### config.mk
export PLATFORM = sky130hd
export DESIGN_NAME = bank_registers
export DESIGN_NICKNAME = d
export VERILOG_FILES = /design/src/source/mbc_pkg.sv /design/src/source/bank_registers.sv
export SDC_FILE = /design/constraint.sdc
export NUM_CORES = 1
export LEC_CHECK = 0
export BUFFER_PORTS_ARGS = -buffer_cell sky130_fd_sc_hd__buf_2
export CORE_ASPECT_RATIO = 0.75
export CORE_MARGIN = 2
export CORE_UTILIZATION = 43
export DETAILED_ROUTE_END_ITERATION = 10
export PLACE_DENSITY = 0.82
export REMOVE_ABC_BUFFERS = 1
export SLEW_MARGIN = 20
export SYNTH_ARGS = -nofsm -noshare
export SYNTH_HDL_FRONTEND = slang
export SYNTH_SLANG_ARGS = --single-unit
### constraint.sdc
create_clock -name clk_sys -period 1.4 [get_ports clk_sys]
set_clock_uncertainty 0.15 [all_clocks]
set_input_delay 0 -clock clk_sys [delete_from_list [all_inputs] [get_ports clk_sys]]
set_output_delay 0 -clock clk_sys [all_outputs]
set_load 0.05 [all_outputs]
### src/source/mbc_pkg.sv
// Cartridge mapper shared definitions
`default_nettype none

package mbc_pkg;

	// ----------------------------------------------------------
	// widths with a meaning
	// ----------------------------------------------------------

	typedef logic [15:0] cpu_addr_t;   // cpu address space
	typedef logic [7:0]  cpu_data_t;   // one bus byte
	typedef logic [15:0] dl_word_t;    // even byte in [15:8]
	typedef logic [8:0]  rom_bank_t;   // up to 512 banks of 16k
	typedef logic [3:0]  ram_bank_t;   // up to 16 banks of 8k
	typedef logic [22:0] rom_addr_t;   // 8 MB byte address
	typedef logic [7:0]  size_code_t;  // raw header byte

	// controller kinds, decoded from the cart type byte
	typedef enum logic [2:0] {
		kind_none,
		kind_mbc1,
		kind_mbc2,
		kind_mbc3,
		kind_mbc5
	} mbc_kind_t;

	// four-phase req/ack sequencer
	typedef enum logic [2:0] {
		st_idle,     // waiting for req
		st_issue,    // request latched
		st_execute,  // register and ram writes land here
		st_respond,  // result and ack registered on exit
		st_release   // ack high, waiting for req low
	} bus_state_t;

	// ----------------------------------------------------------
	// header words on the download port
	// ----------------------------------------------------------

	parameter cpu_addr_t HDR_TYPE_ADDR = 16'h0146;  // type in the high byte
	parameter cpu_addr_t HDR_SIZE_ADDR = 16'h0148;  // {ram size, rom size}

endpackage

`default_nettype wire

### src/source/bank_registers.sv
// MBC bank registers
`timescale 1ns/1ps
`default_nettype none

module bank_registers (
	input  wire                     clk_sys,
	input  wire                     reset,
	input  wire                     do_write,
	input  wire                     is_rom_area,
	input  wire mbc_pkg::cpu_addr_t cur_addr,
	input  wire mbc_pkg::cpu_data_t cur_wdata,
	input  wire mbc_pkg::mbc_kind_t kind,
	output mbc_pkg::rom_bank_t      rom_bank_reg,
	output mbc_pkg::ram_bank_t      ram_bank_reg,
	output logic                    mbc1_mode,    // 1 lets bank2 reach 0000-3fff and ram
	output logic                    rtc_mode,     // mbc3 rtc mapped at a000
	output logic                    ram_enable
);

	logic reg_wr;   // cpu write into the register window
	logic is_mbc1;
	logic is_mbc3;
	logic is_mbc5;

	assign reg_wr  = do_write && is_rom_area;
	assign is_mbc1 = (kind == mbc_pkg::kind_mbc1);
	assign is_mbc3 = (kind == mbc_pkg::kind_mbc3);
	assign is_mbc5 = (kind == mbc_pkg::kind_mbc5);

	always_ff @(posedge clk_sys) begin
		if (reset) begin
			rom_bank_reg <= 9'd1;
			ram_bank_reg <= '0;
			mbc1_mode    <= 1'b0;
			rtc_mode     <= 1'b0;
			ram_enable   <= 1'b0;
		end else if (reg_wr) begin
			case (cur_addr[15:13])
				// ------------------------------------------------
				// 0000-1fff ram enable
				// ------------------------------------------------
				3'b000: ram_enable <= (cur_wdata[3:0] == 4'ha);  // only 0a opens it

				// ------------------------------------------------
				// 2000-3fff rom bank
				// ------------------------------------------------
				3'b001: begin
					if (is_mbc5) begin
						if (cur_addr[12])
							rom_bank_reg[8] <= cur_wdata[0];        // 3000-3fff high bit
						else
							rom_bank_reg[7:0] <= cur_wdata;         // 2000-2fff low byte
					end else if (cur_wdata[6:0] == 7'd0) begin
						rom_bank_reg <= 9'd1;   // bank 0 aliases to 1 on mbc1-3
					end else begin
						rom_bank_reg <= {2'b00, cur_wdata[6:0]};
					end
				end

				// ------------------------------------------------
				// 4000-5fff ram bank or rtc select
				// ------------------------------------------------
				3'b010: begin
					if (is_mbc3) begin
						if (cur_wdata[3]) begin
							rtc_mode <= 1'b1;   // 08-0c pick an rtc register
						end else begin
							rtc_mode     <= 1'b0;
							ram_bank_reg <= {2'b00, cur_wdata[1:0]};
						end
					end else if (is_mbc5) begin
						ram_bank_reg <= cur_wdata[3:0];   // 16 banks
					end else begin
						ram_bank_reg <= {2'b00, cur_wdata[1:0]};   // mbc1 bank2 lives here
					end
				end

				// 6000-7fff banking mode, mbc1 only
				3'b011: begin
					if (is_mbc1)
						mbc1_mode <= cur_wdata[0];
				end

				default: ;
			endcase
		end
	end

endmodule

`default_nettype wire

==> results of run 1 <==
==> how the worst min path moves through the flow <==
stage | endpoint | slack [ns]
global route | rom_bank_reg[0] | -0.02
CTS | rom_bank_reg[0] | -0.01
detailed placement | rom_bank_reg[4] | 0.14
global placement | rom_bank_reg[6] | 0.13
floorplan | mbc1_mode | -0.08
finish | rom_bank_reg[0] | -0.008
==> power breakdown <==
group,internal (mW),switching (mW),leakage (nW)
clock network,0.159,0.148,0.0210
logic,0.0770,0.0737,0.375
registers,0.458,0.00192,0.130
total,0.694,0.224,0.526
==> layer usage <==
layer  part of all wire  GRT usage  vias up  routed length, µm
met5                  0          0        -                  0
met4              0.019     0.0732        0                 44
met3              0.067     0.0679        7                154
met2               0.50      0.390       35               1160
met1               0.41      0.227      399                941
li1                   -          -      413                  -
==> logic make-up after synthesis <==
logic type,share of synthesized area
muxes,0.129
buffers and inverters,0.0323
AOI/OAI and AO/OA,0.0632
DFF,0.376
and+or+nand+nor,0.399
==> metrics by stage <==
| step | worst slack [ns] | hold slack [ns] | utilization | cells |
|---|---|---|---|---|
| finish | 0.0317 | -0.00809 | 0.681 | 158 |
| floorplan | 0.197 | -0.0809 | - | 81 |
| global route | 0.0138 | -0.0213 | 0.681 | 158 |
| detailed placement | 0.205 | 0.137 | 0.572 | 138 |
| CTS | 0.0260 | -0.0104 | 0.686 | 159 |
| global placement | 0.206 | 0.126 | 0.572 | 138 |
==> timing repair <==
action	in CTS	in global routing
gates resized for setup	0	1
endpoints found under the hold margin	16	1
endpoints found under the setup margin	0	1
==> worst max-delay path: stages <==
cell and delay (ns):
buf_2 0.11, dlygate4sd3_1 0.60, nand2b_1 0.08, mux2i_1 0.06
dlygate4sd3_1 0.55
==> final cells by class <==
cell class,instances,area [µm²],share of cell area
multi-input cells,64,503,0.409
repair buffers,51,338,0.275
flip-flops and latches,16,322,0.261
clock buffers,4,36.3,0.0295
well taps,22,27.5,0.0224
inverters,1,3.75,0.00305
==> placed cells by master (no fill, tap or decap) <==
| cell type | instances |
|---|---|
| buf_2 | 34 |
| nand2b_1 | 18 |
| dlygate4sd3_1 | 16 |
| dfxtp_1 | 15 |
| mux2i_1 | 11 |
| nand4_1 | 4 |
| a21oi_1 | 3 |
| nand3_1 | 3 |
| clkbuf_4 | 3 |
| and4bb_2 | 2 |
| nand3b_1 | 2 |
| nand4bb_4 | 1 |
| and3_4 | 1 |
| nor3b_1 | 1 |
| or4_1 | 1 |
| nor4_1 | 1 |
| nor2_1 | 1 |
| o32a_1 | 1 |
| inv_1 | 1 |
| nand4bb_1 | 1 |
| nor4b_1 | 1 |
| o31ai_1 | 1 |
| and2_1 | 1 |
| nor2b_1 | 1 |
| o22ai_1 | 1 |
| and4b_1 | 1 |
| nand4b_1 | 1 |
| and3_1 | 1 |
| a21bo_2 | 1 |
| or2b_1 | 1 |
| and2b_1 | 1 |
| nor4bb_1 | 1 |
| o21ai_0 | 1 |
| clkbuf_8 | 1 |
| buf_4 | 1 |
| dfxtp_2 | 1 |
==> reports/metrics.cfg, run 1 <==
[power]
vdd_ir_drop_max_uv = 581
power_density_nw_per_um2 = 746
cellLeakagePower_nw = 0.526
power_uw = 918

[global_routing]
grt_usage = 0.211
grt_pass1_wl_mm = 3.88
antenna_found_initial = 0
overflow = 0
grt_max_degree = 26
grt_pass1_vias = 871

[clock_network]
cts-buffers-inserted = 3
clockBufferDepth = 2
cts_tree = done
htree_levels = 1
root_buffer = clkbuf_4
clk_pin_slew_ns = 0.09
ctsHoldBuffers = 17
clock_latency_ns = 0.29
post_cts_buffers = 0
clock-sinks = 16

[synth]
ys_types = 33
netlist_area_um2 = 851
async_reset_ff_frac = 0
synth_edf_count = 0
synth_ff_type = dfxtp_1
synth_commonest_cells = nand2b_1, dfxtp_1, mux2i_1
synth_cells = 85
synth_top_area_cell = dfxtp_1
synth.most_common_cell = nand2b_1
synthTopCellsByArea = dfxtp_1, nand2b_1, mux2i_1
synth_warnings = 0
ys_seq_elements = 16
synth_top_area_frac = 0.376
seq_area_frac_synth = 0.376
synth_area_per_cell_um2 = 10.0

[finish]
largest_register_ffs = 9
fillers = 153
diodes = 0
final_area_um2 = 1230
area.growth.synth_to_final_pct = 44.6
nets = 168
drive_gt1_frac = 0.331

[flow_run]
cap_viol_max_count = 0

[place]
place_area_um2 = 1030
hpwlAfterDp_mm = 1.44
port_buffers = 34
place.gp.congestion = 0.842

[sta]
hold_ws_ns = -0.00809
maxSlewViolCount = 0
setup_viol_count_final = 0
hold_violations = 2
worstMarginPinSlew_ns = 0.404
max_freq_mhz = 731
fin_setup_tns_ns = 0
rsz0062_at_grt = false
relSlewSlack = 0.727
fin_crit_sh = 0.977
timing.final.crit_period_ns = 1.37

[route]
wl_per_cell_um = 14.6
dr.pass1.iters = 4
wl_mm = 2.30
via_count = 854
drcViolationCount = 0
first_iter_violations = 28
ant_nets = 0
vias_per_cell = 5.41

[worst_setup_path]
worst_setup_path_end_kind = flop
worstReg2RegStart = rom_bank_reg[2]
cp_data_required_time_ns = 1.44
arrival_ns = 1.40
crit_fanout = 3
critPathLaunch = cur_wdata[2]
worstSetupStartpointType = input pin
cp-endpoint = rom_bank_reg[2]
critPathKind = in2reg
ff2ff_setup_slack_ns = 0.12
r2r-end = rom_bank_reg[2]
reg2reg_depth = 3

[floorplanning]
std_cell_rows = 13
die_h_um = 42.5
core_um2 = 1810
die_w_um = 55.4
ios = 47
die_area_um2 = 2350
initial_core_util = 0.471

[min_path]
min_path_type = in2reg
worstHoldPathCells = 4
min_from = cur_wdata[1]

[outcome]
status = finished, violations left
violations = hold timing

No activity file was read; power rests on OpenSTA's default activity.
==> inputs of run 2 (changes only) <==
- CORE_UTILIZATION: 43 -> 46
- PLACE_DENSITY: 0.82 -> 0.86
- clock period: 1.4 -> 1.7 ns (I/O delays scaled with it)
==> run 2 against run 1 <==
The run now ends clean. Register-to-register slack better by 0.17 ns. Flip-flop and latch count unchanged. Sequential power down 18%. Worst setup slack got worse by 0.0033 ns. Utilization increased by 0.46 points. Die area decreased by 6.0%.
==> reports/metrics.cfg, run 2 (synthesis results as in run 1) <==
[global_routing]
grt_usage = 0.227  ; +0.0160
grt_pass1_wl_mm = 3.42  ; -12%
grt_pass1_vias = 780  ; -10%
antenna_found_initial = 0  ; unchanged
grt_max_degree = 28  ; +7.7%
overflow = 0  ; unchanged

[worst_setup_path]
ff2ff_setup_slack_ns = 0.29  ; +0.17 ns
crit_family = buffers and inverters
reg2reg_depth = 3  ; unchanged
path_buf_inv = 2  ; -1
critPathKind = in2reg
worstSetupStartpointType = input pin
worst_setup_path_end_kind = flop
crit_chain = dlygate4sd3_1 -> and4bb_2 -> a21bo_2 -> a21oi_2 -> dlygate4sd3_1
worstReg2RegStart = mbc1_mode
crit_fanout = 4  ; +1
arrival_ns = 1.75  ; +0.35 ns
worst_path_max_delay_cell = dlygate4sd3_1
crit_path_max_incr_delay_ns = 0.61  ; about the same
cp_data_required_time_ns = 1.78  ; +0.34 ns
r2r-end = mbc1_mode
crit_top_cell = dlygate4sd3_1

[floorplanning]
die_area_um2 = 2210  ; -6.0%
die_w_um = 53.7  ; -3.1%
initial_core_util = 0.489  ; +0.0176
std_cell_rows = 13  ; unchanged
core_um2 = 1740  ; -3.6%
ios = 47  ; unchanged
die_h_um = 41.2  ; -3.0%

[route]
first_iter_violations = 12  ; -57%
vias_per_cell = 5.39  ; -0.29%
wl_mm = 2.28  ; -1.1%
wl_per_cell_um = 14.8  ; +1.4%
dr.pass1.iters = 4  ; unchanged
via_count = 830  ; -2.8%
drcViolationCount = 0  ; unchanged
ant_nets = 0  ; unchanged

[place]
place_area_um2 = 1030  ; unchanged
place.gp.congestion = 0.730  ; -13%
port_buffers = 34  ; unchanged
hpwlAfterDp_mm = 1.47  ; +1.7%

[sta]
hold_violations = 0  ; -2
max_freq_mhz = 598
rsz0062_at_grt = false
fin_setup_tns_ns = 0  ; unchanged
maxSlewViolCount = 0  ; unchanged
fin_crit_sh = 0.983
relSlewSlack = 0.755  ; +0.0278
timing.final.crit_period_ns = 1.67
setup_viol_count_final = 0  ; unchanged
worstMarginPinSlew_ns = 0.368  ; -0.0361 ns

[finish]
area.growth.synth_to_final_pct = 40.3
largest_register_ffs = 9  ; unchanged
multi_input_area_um2 = 507  ; +0.75%
diodes = 0  ; unchanged
nets = 165  ; -1.8%
regArea_um2 = 320  ; -0.39%
fillers = 143  ; -6.5%
final_cell_mix = buf_2, nand2b_1, dfxtp_1
final_area_um2 = 1190  ; -3.0%
drive_gt1_frac = 0.326  ; -0.00512
layout_commonest_cell = buf_2

[power]
vdd_ir_drop_max_uv = 569  ; -2.0%
power_density_nw_per_um2 = 585  ; -22%
cellLeakagePower_nw = 0.514  ; -2.3%

[clock_network]
cts_tree = done
root_buffer = clkbuf_4
cts-buffers-inserted = 3  ; unchanged
clock-sinks = 16  ; unchanged
htree_levels = 1  ; unchanged
clk_pin_slew_ns = 0.09  ; about the same
clockBufferDepth = 2  ; unchanged
clock_latency_ns = 0.28  ; about the same

[min_path]
worstHoldPathCells = 4  ; unchanged
min_path_type = in2reg
min_from = cur_addr[15]
whs_endpoint = rom_bank_reg[8]

[flow_run]
cap_viol_max_count = 0  ; unchanged

[outcome]
status = completed

## run 2: power by group
part / switching (mW) / total [mW] / internal (mW)
clock network: 0.115 / 0.197 / 0.0822
logic: 0.0600 / 0.123 / 0.0626
registers: 0.00147 / 0.379 / 0.377
## run 2: routing by layer
metal,vias to the layer above,track usage,routed length [µm]
li1,408,-,-
met1,378,0.246,982
met2,34,0.396,1070
met3,10,0.0876,124
met4,0,0.115,100
met5,-,0,0
## run 2: how the worst max path moves through the flow
stage | slack [ns] | to | depth (start not counted) | start
global placement | 0.50 | rom_bank_reg[0] | 4 | cur_wdata[3]
global route | 0.006 | mbc1_mode | 5 | cur_addr[13]
detailed placement | 0.51 | rom_bank_reg[0] | 4 | cur_wdata[3]
floorplan | 0.50 | mbc1_mode | 2 | mbc1_mode
finish | 0.03 | mbc1_mode | 5 | cur_addr[13]
CTS | 0.006 | mbc1_mode | 6 | cur_addr[13]
## run 2: area by class of cell
| class | instances | area share |
|---|---|---|
| sequential | 16 | 0.268 |
| multi-input combinational | 64 | 0.425 |
| tap | 22 | 0.0231 |
| timing repair buffer | 48 | 0.262 |
| clock buffer | 3 | 0.0189 |
| inverter | 1 | 0.00314 |
## run 2: what timing repair did
| action | CTS | global route |
|---|---|---|
| resized for setup | 0 | 1 |
| hold endpoints to repair | 16 | 0 |
| endpoints found under the setup margin | 0 | 1 |
| setup buffers | 0 | 0 |
| hold buffers | 14 | 0 |
## run 2: worst register-to-register path, stage by stage, from the launching register on
cell and delay, ns:
dfxtp_1 0.33, a21bo_2 0.22, a21oi_2 0.12, dlygate4sd3_1 0.55
## run 2: metrics by stage
| stage | hold slack [ns] | instances | utilization | worst slack [ns] | power (mW) |
|---|---|---|---|---|---|
| floorplan | -0.0809 | 81 | - | 0.497 | 0.434 |
| global placement | 0.126 | 138 | 0.593 | 0.503 | 0.481 |
| detailed placement | 0.136 | 138 | 0.593 | 0.506 | 0.484 |
| CTS | 0.00367 | 155 | 0.687 | 0.00565 | 0.702 |
| global route | 0.0699 | 154 | 0.686 | 0.00552 | 0.734 |
| finish | 0.0203 | 154 | 0.686 | 0.0284 | 0.699 |
==> inputs of run 3 (changes only) <==
- ABC_AREA: default -> 1
- CORE_UTILIZATION: 46 -> 45
- PLACE_DENSITY: 0.86 -> 0.87
==> run 3 against run 2 <==
The flow now finishes with violations (hold timing). Critical path depth is 4 higher. Register-to-register slack better by 0.04 ns. Clock power grew 30%. Final area is 2.3% higher. Sequential share of layout area is 0.60 points lower. Utilization is 3.6 points higher. Area after synthesis fell by 6.9%. Routed wire length fell by 5.0%. Count of clock-buffer cells in the layout increased by 1. Via count rose by 17%.
==> reports/metrics.cfg, run 3 <==
[outcome]
violations = hold timing
status = finished, violations left

[synth]
synth_warnings = 0  ; unchanged
ys_seq_elements = 16  ; unchanged
synth.most_common_cell = nor2_1
synth_top_area_cell = dfxtp_1
synth_edf_count = 0  ; unchanged
netlist_area_um2 = 792  ; -6.9%
seq_area_frac_synth = 0.404  ; +0.0280
synth_ff_type = dfxtp_1
synth_cells = 121  ; +42%
ys_types = 17  ; -48%
synth_top_area_frac = 0.404  ; +0.0280
synth_commonest_cells = nor2_1, nand2_1, dfxtp_1
synth_area_per_cell_um2 = 6.55  ; -35%
synthTopCellsByArea = dfxtp_1, nor2_1, nand2_1
async_reset_ff_frac = 0  ; unchanged

[floorplanning]
die_h_um = 40.3  ; -2.2%
initial_core_util = 0.468  ; -0.0207
die_w_um = 52.4  ; -2.3%
ios = 47  ; unchanged
std_cell_rows = 13  ; unchanged
core_um2 = 1690  ; -2.8%
die_area_um2 = 2110  ; -4.4%

[route]
via_count = 970  ; +17%
ant_nets = 0  ; unchanged
drcViolationCount = 0  ; unchanged
wl_per_cell_um = 10.9  ; -26%
vias_per_cell = 4.87  ; -9.6%
first_iter_violations = 16  ; +4
wl_mm = 2.16  ; -5.0%
dr.pass1.iters = 4  ; unchanged

[power]
cellLeakagePower_nw = 0.621  ; +21%
power_uw = 783  ; +12%
power_density_nw_per_um2 = 641  ; +9.5%
vdd_ir_drop_max_uv = 661  ; +16%

[place]
place.gp.congestion = 0.750  ; +2.8%
hpwlAfterDp_mm = 1.42  ; -3.1%
place_area_um2 = 985  ; -4.6%
port_buffers = 34  ; unchanged

[worst_setup_path]
path_buf_inv = 3  ; +1
crit_path_max_incr_delay_ns = 0.56  ; -0.05 ns
path_depth = 9  ; +4
reg2reg_depth = 5  ; +2
cp_data_required_time_ns = 1.74  ; -0.04 ns
crit_family = buffers and inverters
worst_setup_path_end_kind = flop
arrival_ns = 1.70  ; -0.05 ns
worst_path_max_delay_cell = dlygate4sd3_1
critPathKind = in2reg
worstReg2RegStart = rtc_mode
crit_chain = dlygate4sd3_1 -> buf_2 -> nor2_4 -> nand2_1 -> nand4_1 -> nand2_1 -> dlygate4sd3_1 -> nand2_1 -> nand2_1
crit_top_cell = nand2_1
worstSetupStartpointType = input pin
critPathLaunch = kind[0]
crit_fanout = 3  ; -1

[clock_network]
clock_latency_ns = 0.29  ; about the same
clockBufferDepth = 2  ; unchanged
htree_levels = 1  ; unchanged
clk_pin_slew_ns = 0.10  ; about the same
cts_tree = done
cts-buffers-inserted = 3  ; unchanged
clock-sinks = 16  ; unchanged
root_buffer = clkbuf_4
post_cts_buffers = 0  ; unchanged

[finish]
utilization = 0.722  ; +0.0361
final_cell_mix = buf_2, nor2_1, nand2_1
final_area_um2 = 1220  ; +2.3%
largest_register_ffs = 9  ; unchanged
drive_gt1_frac = 0.277  ; -0.0489
area.growth.synth_to_final_pct = 54.2
nets = 209  ; +27%
layout_commonest_cell = buf_2
diodes = 0  ; unchanged

[sta]
rsz0062_at_grt = false
hold_violations = 1  ; +1
fin_crit_sh = 0.979  ; -0.00401
worstMarginPinSlew_ns = 0.298  ; -0.0692 ns
fin_setup_tns_ns = 0  ; unchanged
max_freq_mhz = 601  ; +0.41%
relSlewSlack = 0.801  ; +0.0459
maxSlewViolCount = 0  ; unchanged
hold_ws_ns = -0.00170  ; -0.0220 ns
timing.final.crit_period_ns = 1.66  ; -0.00681 ns
setup_viol_count_final = 0  ; unchanged

[global_routing]
antenna_found_initial = 0  ; unchanged
grt_pass1_vias = 835  ; +7.1%
grt_max_degree = 13  ; -54%
grt_usage = 0.227  ; -0.000672
grt_pass1_wl_mm = 3.35  ; -2.0%
overflow = 0  ; unchanged

[min_path]
worstHoldPathCells = 6  ; +2
min_path_type = in2reg
min_from = cur_addr[14]

[flow_run]
cap_viol_max_count = 0  ; unchanged

## run 3: changes by cell type after synthesis, sizes merged, moves of 4 or more
| cell | change |
|---|---|
| a21oi | +4 |
| inv | +16 |
| mux2i | -11 |
| nand2 | +27 |
| nand2b | -18 |
| nand3 | +7 |
| nor2 | +31 |
| o21ai | +6 |
## run 3: logic make-up (layout without fill, tap and decap cells)
logic type	after synthesis	count (layout)	synth area share
buffers and inverters	18	74	0.0900
AND/OR/NAND/NOR	73	73	0.417
flip-flops	16	16	0.404
AO/OA/AOI/OAI	14	14	0.0885
## run 3: worst paths after layout
kind | endpoint | slack (ns)
setup reg to reg | rtc_mode | 0.33
hold / removal | mbc1_mode | -0.002
hold reg to reg | rom_bank_reg[7] | 0.32
setup / recovery | rom_bank_reg[0] | 0.04
## run 3: final cells by class
cell class / count / area, µm²
multi-input cells: 87 / 410
inverters: 17 / 66.3
well taps: 22 / 27.5
fillers: 151 / 470
repair buffers: 53 / 360
clock buffers: 4 / 36.3
flip-flops and latches: 16 / 320
## run 3: tightest hold or removal path, delay by kind of cell
| kind | cells | cell delay, ns |
|---|---|---|
| buf+inv | 2 | 0.16 |
| simple gates | 4 | 0.25 |
## run 3: stage by stage
| stage | setup WS, ns | hold slack (ns) | std cells |
|---|---|---|---|
| 2_1_floorplan | 0.627 | -0.0809 | 120 |
| 3_3_place_gp | 0.679 | 0.0787 | 176 |
| 3_5_place_dp | 0.632 | 0.0876 | 176 |
| 4_1_cts | 0.0568 | 0.00121 | 199 |
| 5_1_grt | 0.00969 | 0.0390 | 199 |
| 6_report | 0.0352 | -0.00170 | 199 |
## run 3: per-layer routing
metal,track usage,vias to the layer above,part of all wire
li1,-,492,-
met1,0.226,439,0.41
met2,0.456,35,0.50
met3,0.0709,4,0.070
met4,0.0769,0,0.017
met5,0,-,0
## run 3: what timing repair did
action | 4_1_cts | 5_1_grt
gates resized for setup | 0 | 2
setup endpoints to repair | 0 | 3
hold endpoints to repair | 16 | 0
hold buffers | 19 | 0
## run 3: where the power goes
part,total (mW),leakage [nW],internal (mW),switching [mW]
registers,0.384,0.129,0.381,0.00292
clock network,0.256,0.0210,0.131,0.125
logic,0.144,0.471,0.0589,0.0847
total,0.783,0.621,0.570,0.213
